File: config.mk
export PLATFORM = sky130hd
export DESIGN_NAME = irq_soc
export DESIGN_NICKNAME = d
export VERILOG_FILES = /design/src/logic/irq_pkg.sv /design/src/logic/gpio_irq_sense.sv /design/src/logic/plic_gateway.sv /design/src/logic/plic_target.sv /design/src/logic/irq_soc.sv
export SDC_FILE = /design/constraint.sdc
export NUM_CORES = 1
export LEC_CHECK = 0
export BUFFER_PORTS_ARGS = -buffer_cell sky130_fd_sc_hd__clkbuf_2
export CORE_ASPECT_RATIO = 0.7
export CORE_MARGIN = 2
export CORE_UTILIZATION = 60
export CTS_CLUSTER_SIZE = 10
export DETAILED_ROUTE_END_ITERATION = 8
export PLACE_DENSITY = 0.84
export SYNTH_ARGS = -nofsm -noshare
export SYNTH_HDL_FRONTEND = slang
export SYNTH_SLANG_ARGS = --single-unit
File: constraint.sdc
create_clock -name i_sys_clk -period 18.6 [get_ports i_sys_clk]
set_input_delay 1.86 -clock i_sys_clk [delete_from_list [all_inputs] [get_ports i_sys_clk]]
set_output_delay 1.86 -clock i_sys_clk [all_outputs]
set_load 0.01 [all_outputs]
File: src/logic/irq_pkg.sv
package irq_pkg;

  ////////////////////////////////////////////////////////////////////////////
  // Interrupt source map
  ////////////////////////////////////////////////////////////////////////////

  // Total source IDs, ID 0 is reserved and never raised
  localparam int IRQ_TOTAL = 16;
  // Bits needed to name any source
  localparam int IRQ_ID_WIDTH = $clog2(IRQ_TOTAL);

  // Number of GPIO pins that can raise interrupts
  localparam int GPIO_WIDTH = 12;
  // First GPIO source ID, pins take IDs 1..12
  localparam int IRQ_GPIO_BASE = 1;
  // Software interrupt source, IDs above it are tied low
  localparam int IRQ_SOFT_ID = 13;

  // Priority width, priority 0 disables a source
  localparam int PRIO_WIDTH = 3;

  ////////////////////////////////////////////////////////////////////////////
  // Shared types
  ////////////////////////////////////////////////////////////////////////////

  // One bit per source ID
  typedef logic [IRQ_TOTAL-1:0] irq_vec_t;
  // Source ID, 0 means no source
  typedef logic [IRQ_ID_WIDTH-1:0] irq_id_t;
  // Priority or threshold value
  typedef logic [PRIO_WIDTH-1:0] prio_t;
  // One bit per GPIO pin
  typedef logic [GPIO_WIDTH-1:0] gpio_t;

  // Per-source gateway state
  typedef enum logic [1:0] {
    GW_IDLE       = 2'd0,
    GW_PENDING    = 2'd1,
    GW_IN_SERVICE = 2'd2
  } gw_state_e;

endpackage

File: src/logic/gpio_irq_sense.sv
`timescale 1ns/1ps

module gpio_irq_sense (
  // System clock and async reset
  input  logic           i_sys_clk,
  input  logic           i_arst_n,
  // Raw pin levels, not yet in the clock domain
  input  irq_pkg::gpio_t i_gpio,
  // Per-pin interrupt enable level
  input  irq_pkg::gpio_t i_gpio_ena,
  // One-cycle interrupt pulses, one per pin
  output irq_pkg::gpio_t o_irq
);

  // First synchronizer stage, may go metastable
  irq_pkg::gpio_t sync1_q;
  // Second synchronizer stage, safe to use
  irq_pkg::gpio_t sync2_q;
  // Level seen one cycle earlier
  irq_pkg::gpio_t prev_q;
  // Enabled rising edges of this cycle
  irq_pkg::gpio_t rise;

  ////////////////////////////////////////////////////////////////////////////
  // Two-stage synchronizer
  ////////////////////////////////////////////////////////////////////////////

  always_ff @(posedge i_sys_clk or negedge i_arst_n)
  begin : sync_proc
    if (!i_arst_n)
    begin
      sync1_q <= '0;
      sync2_q <= '0;
    end
    else
    begin
      sync1_q <= i_gpio;
      sync2_q <= sync1_q;
    end
  end : sync_proc

  ////////////////////////////////////////////////////////////////////////////
  // Rising edge detect
  ////////////////////////////////////////////////////////////////////////////

  // Edge needs low-to-high between prev_q and sync2_q
  // Enable only masks, so toggling it alone never makes an edge
  assign rise = sync2_q & ~prev_q & i_gpio_ena;

  always_ff @(posedge i_sys_clk or negedge i_arst_n)
  begin : edge_proc
    if (!i_arst_n)
    begin
      prev_q <= '0;
      o_irq  <= '0;
    end
    else
    begin
      // prev_q follows sync2_q, so a held level pulses only once
      prev_q <= sync2_q;
      // Registered pulse, third cycle after the pin change
      o_irq  <= rise;
    end
  end : edge_proc

endmodule

File: src/logic/plic_gateway.sv
`timescale 1ns/1ps

module plic_gateway (
  // System clock and async reset
  input  logic              i_sys_clk,
  input  logic              i_arst_n,
  // Interrupt pulses, bit 0 unused
  input  irq_pkg::irq_vec_t i_src_irq,
  // Claim strobe for the source named by the target
  input  logic              i_claim,
  input  irq_pkg::irq_id_t  i_claim_id,
  // Completion strobe with the finished source
  input  logic              i_complete,
  input  irq_pkg::irq_id_t  i_complete_id,
  // Sources waiting for a claim
  output irq_pkg::irq_vec_t o_pending
);

  // Current and next state of every source
  irq_pkg::gw_state_e state_q [irq_pkg::IRQ_TOTAL];
  irq_pkg::gw_state_e state_d [irq_pkg::IRQ_TOTAL];

  ////////////////////////////////////////////////////////////////////////////
  // Per-source state machine
  ////////////////////////////////////////////////////////////////////////////

  always_comb
  begin : next_proc
    for (int i = 0; i < irq_pkg::IRQ_TOTAL; i++)
    begin
      state_d[i] = state_q[i];
      case (state_q[i])
        irq_pkg::GW_IDLE:
        begin
          // New request latched
          if (i_src_irq[i])
          begin
            state_d[i] = irq_pkg::GW_PENDING;
          end
        end
        irq_pkg::GW_PENDING:
        begin
          // Further pulses dropped, only a claim moves it on
          if (i_claim && (i_claim_id == irq_pkg::irq_id_t'(i)))
          begin
            state_d[i] = irq_pkg::GW_IN_SERVICE;
          end
        end
        irq_pkg::GW_IN_SERVICE:
        begin
          // Handler done, source may fire again
          if (i_complete && (i_complete_id == irq_pkg::irq_id_t'(i)))
          begin
            state_d[i] = irq_pkg::GW_IDLE;
          end
        end
        default:
        begin
          state_d[i] = irq_pkg::GW_IDLE;
        end
      endcase
    end
    // ID 0 means no interrupt, keep it out of the FSM
    state_d[0] = irq_pkg::GW_IDLE;
  end : next_proc

  always_ff @(posedge i_sys_clk or negedge i_arst_n)
  begin : state_proc
    if (!i_arst_n)
    begin
      for (int i = 0; i < irq_pkg::IRQ_TOTAL; i++)
      begin
        state_q[i] <= irq_pkg::GW_IDLE;
      end
    end
    else
    begin
      for (int i = 0; i < irq_pkg::IRQ_TOTAL; i++)
      begin
        state_q[i] <= state_d[i];
      end
    end
  end : state_proc

  // Pending vector straight from the state registers
  always_comb
  begin : pend_proc
    for (int i = 0; i < irq_pkg::IRQ_TOTAL; i++)
    begin
      o_pending[i] = (state_q[i] == irq_pkg::GW_PENDING);
    end
  end : pend_proc

endmodule

File: src/logic/plic_target.sv
`timescale 1ns/1ps

module plic_target (
  // System clock and async reset
  input  logic              i_sys_clk,
  input  logic              i_arst_n,
  // Pending sources from the gateway
  input  irq_pkg::irq_vec_t i_pending,
  // Priority register write
  input  logic              i_prio_we,
  input  irq_pkg::irq_id_t  i_prio_id,
  input  irq_pkg::prio_t    i_prio_val,
  // Threshold register write
  input  logic              i_thresh_we,
  input  irq_pkg::prio_t    i_thresh_val,
  // Best source above threshold, 0 if none
  output irq_pkg::irq_id_t  o_claim_id,
  // Machine external interrupt level
  output logic              o_meip
);

  // Priority per source and the hart threshold
  irq_pkg::prio_t   prio_q [irq_pkg::IRQ_TOTAL];
  irq_pkg::prio_t   thresh_q;
  // Scan result
  irq_pkg::prio_t   best_prio;
  irq_pkg::irq_id_t best_id;
  // Claim ID after the threshold check
  irq_pkg::irq_id_t claim_d;

  ////////////////////////////////////////////////////////////////////////////
  // Configuration registers
  ////////////////////////////////////////////////////////////////////////////

  always_ff @(posedge i_sys_clk or negedge i_arst_n)
  begin : cfg_proc
    if (!i_arst_n)
    begin
      for (int i = 0; i < irq_pkg::IRQ_TOTAL; i++)
      begin
        prio_q[i] <= '0;
      end
      thresh_q <= '0;
    end
    else
    begin
      // One priority per write strobe
      if (i_prio_we)
      begin
        prio_q[i_prio_id] <= i_prio_val;
      end
      if (i_thresh_we)
      begin
        thresh_q <= i_thresh_val;
      end
    end
  end : cfg_proc

  ////////////////////////////////////////////////////////////////////////////
  // Best pending source
  ////////////////////////////////////////////////////////////////////////////

  always_comb
  begin : scan_proc
    best_prio = '0;
    best_id   = '0;
    // Ascending scan with strict compare
    // lower ID wins a tie, priority 0 never wins
    for (int i = 1; i < irq_pkg::IRQ_TOTAL; i++)
    begin
      if (i_pending[i] && (prio_q[i] > best_prio))
      begin
        best_prio = prio_q[i];
        best_id   = irq_pkg::irq_id_t'(i);
      end
    end
    // Must beat the threshold to interrupt the hart
    if (best_prio > thresh_q)
    begin
      claim_d = best_id;
    end
    else
    begin
      claim_d = '0;
    end
  end : scan_proc

  ////////////////////////////////////////////////////////////////////////////
  // Registered outputs
  ////////////////////////////////////////////////////////////////////////////

  always_ff @(posedge i_sys_clk or negedge i_arst_n)
  begin : out_proc
    if (!i_arst_n)
    begin
      o_claim_id <= '0;
      o_meip     <= 1'b0;
    end
    else
    begin
      o_claim_id <= claim_d;
      // Same compare as the ID, so meip tracks claim_id != 0
      o_meip     <= (claim_d != '0);
    end
  end : out_proc

endmodule

File: src/logic/irq_soc.sv
`timescale 1ns/1ps

module irq_soc (
  // System clock and async reset
  input  logic             i_sys_clk,
  input  logic             i_arst_n,
  // GPIO pins and their interrupt enables
  input  irq_pkg::gpio_t   i_gpio,
  input  irq_pkg::gpio_t   i_gpio_ena,
  // Software interrupt pulse
  input  logic             i_soft_irq,
  // Priority write
  input  logic             i_prio_we,
  input  irq_pkg::irq_id_t i_prio_id,
  input  irq_pkg::prio_t   i_prio_val,
  // Threshold write
  input  logic             i_thresh_we,
  input  irq_pkg::prio_t   i_thresh_val,
  // Claim and complete strobes from the hart
  input  logic             i_claim,
  input  logic             i_complete,
  input  irq_pkg::irq_id_t i_complete_id,
  // Claim ID and external interrupt to the hart
  output irq_pkg::irq_id_t o_claim_id,
  output logic             o_meip
);

  // GPIO edge pulses
  irq_pkg::gpio_t    gpio_irq;
  // Full source vector into the gateway
  irq_pkg::irq_vec_t src_irq;
  // Gateway pending bits
  irq_pkg::irq_vec_t pending;
  // Claim ID, also fed back to the gateway
  irq_pkg::irq_id_t  claim_id;

  ////////////////////////////////////////////////////////////////////////////
  // Interrupt sources
  ////////////////////////////////////////////////////////////////////////////

  gpio_irq_sense sense0 (
    .i_sys_clk  (i_sys_clk),
    .i_arst_n   (i_arst_n),
    .i_gpio     (i_gpio),
    .i_gpio_ena (i_gpio_ena),
    .o_irq      (gpio_irq)
  );

  always_comb
  begin : src_proc
    // ID 0 and unused IDs stay low
    src_irq = '0;
    src_irq[irq_pkg::IRQ_GPIO_BASE +: irq_pkg::GPIO_WIDTH] = gpio_irq;
    src_irq[irq_pkg::IRQ_SOFT_ID] = i_soft_irq;
  end : src_proc

  ////////////////////////////////////////////////////////////////////////////
  // Gateway and target
  ////////////////////////////////////////////////////////////////////////////

  plic_gateway gw0 (
    .i_sys_clk     (i_sys_clk),
    .i_arst_n      (i_arst_n),
    .i_src_irq     (src_irq),
    .i_claim       (i_claim),
    .i_claim_id    (claim_id),
    .i_complete    (i_complete),
    .i_complete_id (i_complete_id),
    .o_pending     (pending)
  );

  plic_target tgt0 (
    .i_sys_clk    (i_sys_clk),
    .i_arst_n     (i_arst_n),
    .i_pending    (pending),
    .i_prio_we    (i_prio_we),
    .i_prio_id    (i_prio_id),
    .i_prio_val   (i_prio_val),
    .i_thresh_we  (i_thresh_we),
    .i_thresh_val (i_thresh_val),
    .o_claim_id   (claim_id),
    .o_meip       (o_meip)
  );

  // Hart sees the ID it claims
  assign o_claim_id = claim_id;

endmodule

==> results.py <==
metrics = {
    "synth": {
        "synth-edff-count": 0,
        "synth-seq-area-share_pct": 48.9,
        "synthDistinctLibCells": 69,
        "synth.area.top_cells": "dfrtp_1, mux2_2, ha_1, nand2_1, nor2_1",
        "syn_area_mm2": 0.00619,
        "synth.avg_cell_area_um2": 10.1,
        "synth-async-reset-ratio_pct": 100,
        "syn_inst": 612,
        "yosys.area.top_type": "dfrtp_1",
        "synth.top_cell.area_share_pct": 48.9,
        "yosys_warnings": 0,
        "ys_ff_latch": 121,
        "ys.flop_type": "dfrtp_1",
        "syn-num-nets": 679,
    },
    "routing": {
        "ant_nets": 0,
        "drt_iter0_drc": 522,
        "wl_per_cell_um": 18.3,
        "totalWireLength_um": 14900,
        "dr.max_layer_used": "met4",
        "wl_met1_um": 6690,
        "vias": 5042,
        "post-route-drc-count": 0,
        "via_per_inst": 6.17,
        "dr_wl_met3_um": 897,
        "first_pass_iters": 5,
        "wl_met2_um": 7060,
    },
    "sta": {
        "tightest_slew_ns": 0.851,
        "finalHoldViolCount": 0,
        "min_period_over_period_pct": 94.8,
        "max_freq_mhz": 56.7,
        "layout_min_cycle_time_ns": 17.64,
        "slew_headroom_pct": 43.2,
        "skew_ns": 0.00752,
        "setup_viol": 0,
        "worst_slack_ns": 0.965,
        "maxSlewViolCount": 0,
    },
    "die": {
        "die_w_um": 125,
        "fp.dieArea_mm2": 0.0112,
        "core_area_mm2": 0.00987,
        "initial_utilization_pct": 62.7,
        "die_h_um": 89.0,
        "rows": 30,
        "io_pins": 50,
    },
    "worst_setup_path": {
        "worst_ep_required_time_ns": 18.89,
        "critPathKind": "reg2reg",
        "slowest_stage": "dfrtp_1",
        "critPathMaxFanout": 9,
        "slowest_delay_ns": 0.42,
        "cp-end-kind": "flip-flop",
        "startpoint_type": "flip-flop",
        "crit_top_cell": "nor2_1",
        "reg2regPathDepth": 89,
        "critPathArrivalTime_ns": 17.93,
    },
    "place": {
        "gp_congestion": 0.928,
        "dpl.hpwl_um": 10500,
        "portBuffers": 49,
        "dp_slack_ns": 0.163,
        "post_dp_cell_area_mm2": 0.00656,
    },
    "clocking": {
        "cts_buffers": 17,
        "clock-sinks": 121,
        "cts_tree": "built",
        "cts_buffer_depth": 2,
        "clkTransAtPathRegs_ns": 0.06,
        "clockRootBuffer": "clkbuf_16",
        "clock_latency_ns": 0.42,
        "cts_max_level": 4,
    },
    "layout": {
        "final_cell_mix": "dfrtp_1, nand2_1, nor2_1, clkbuf_2, o21ai_0",
        "diodes": 0,
        "syn_to_final_growth_pct": 17.6,
        "drive_gt1_share_pct": 24.2,
        "finish.utilization_pct": 73.7,
        "nets": 743,
        "final_area_mm2": 0.00728,
        "final_common_cell": "dfrtp_1",
    },
    "hold_path": {
        "whs_path_depth": 0,
        "hold_path_class": "reg2reg",
    },
    "global_routing": {
        "grtUsageTotal_pct": 27.7,
        "grt_max_degree": 71,
        "antenna_found_initial": 0,
        "grt_pass1_wl_um": 23900,
        "overflow": 0,
        "grt_pass1_vias": 4890,
    },
    "status": {
        "status": "finished, final reports clean",
    },
    "job": {
        "drv_cap": 0,
    },
}
## critical path, delay by kind of cell (launching register included)
kind | cells | cell delay (ns)
and+or+nand+nor | 37 | 5.64
buffers and inverters | 1 | 0.07
adders and majority gates | 13 | 3.67
DFF | 1 | 0.42
muxes | 4 | 1.45
AOI/OAI and AO/OA | 34 | 6.26
## flip-flops by register name, summed over array words and instances, names as in the netlist
name / cells
tgt0.prio_q: 39
gw0.state_q: 26
sense0.o_irq: 12
sense0.prev_q: 12
sense0.sync1_q: 12
sense0.sync2_q: 12
tgt0.o_claim_id: 4
tgt0.thresh_q: 3
tgt0.o_meip: 1
## synthesized netlist by cell type (5+ instances only)
| library cell | n |
|---|---|
| nand4_1 | 5 |
| inv_1 | 23 |
| nand3b_1 | 6 |
| mux2_2 | 34 |
| nand2b_1 | 5 |
| or3_1 | 8 |
| a31oi_1 | 7 |
| a311oi_1 | 11 |
| o21ai_0 | 40 |
| ha_1 | 22 |
| o211ai_1 | 7 |
| o21a_1 | 9 |
| and3_1 | 5 |
| nand3_1 | 16 |
| nor2b_1 | 18 |
| a21oi_1 | 26 |
| nand2_1 | 71 |
| dfrtp_1 | 121 |
| and2_1 | 9 |
| clkbuf_1 | 7 |
| nor2_1 | 71 |
## area by class of cell
class / count / area, µm²
Clock inverter: 14 / 140
Timing Repair Buffer: 54 / 285
Fill cell: 668 / 2590
Clock buffer: 18 / 439
Multi-Input combinational cell: 459 / 3140
Inverter: 23 / 86.3
Tap cell: 128 / 160
Sequential cell: 121 / 3030
## cell families (layout without fill, tap and decap cells)
| kind of cell | Yosys count | after routing | synth area share (%) |
|---|---|---|---|
| AOI/OAI and AO/OA | 163 | 163 | 19.3 |
| adders and majority gates | 26 | 26 | 5.09 |
| buffers and inverters | 32 | 109 | 2.08 |
| DFF | 121 | 121 | 48.9 |
| muxes | 35 | 35 | 6.43 |
| and+or+nand+nor | 235 | 235 | 18.2 |
## per-layer routing
layer	up-vias	track usage (%)
li1	2376	-
met1	2458	37.5
met2	181	46.2
met3	27	4.55
met4	0	10.6
met5	-	0
## repair_timing
item / CTS / global route
pin swaps: 0 / 5
endpoints found under the setup margin: 1 / 5
hold buffers: 0 / 0
setup buffers: 0 / 4
resized for setup: 3 / 29
## final timing paths
check,start,slack [ns],to
setup / recovery,gw0.state_q[29]$_DFFE_PN0P_,0.96,tgt0.o_claim_id[0]$_DFF_PN0_
hold / removal,sense0.sync1_q[2]$_DFF_PN0_,0.35,sense0.sync2_q[2]$_DFF_PN0_
setup reg to reg,gw0.state_q[29]$_DFFE_PN0P_,0.96,tgt0.o_claim_id[0]$_DFF_PN0_
hold reg to reg,sense0.sync1_q[2]$_DFF_PN0_,0.35,sense0.sync2_q[2]$_DFF_PN0_
max in group asynchronous,i_arst_n,15.85,gw0.state_q[22]$_DFFE_PN0P_
min in group asynchronous,i_arst_n,1.46,sense0.sync2_q[8]$_DFF_PN0_
## per-stage QoR
step                hold slack (ns)  TNS [ns]  instances
detailed placement            0.336         0        781
global route                  0.347   -0.0325        817
CTS                           0.345         0        813
floorplan                     0.331         0        612
global placement              0.332         0        781
finish                        0.345         0        817
Power is left out: the tool's default activity adds up to more than one toggle a clock period on the data nets, which glitch-free logic cannot reach.
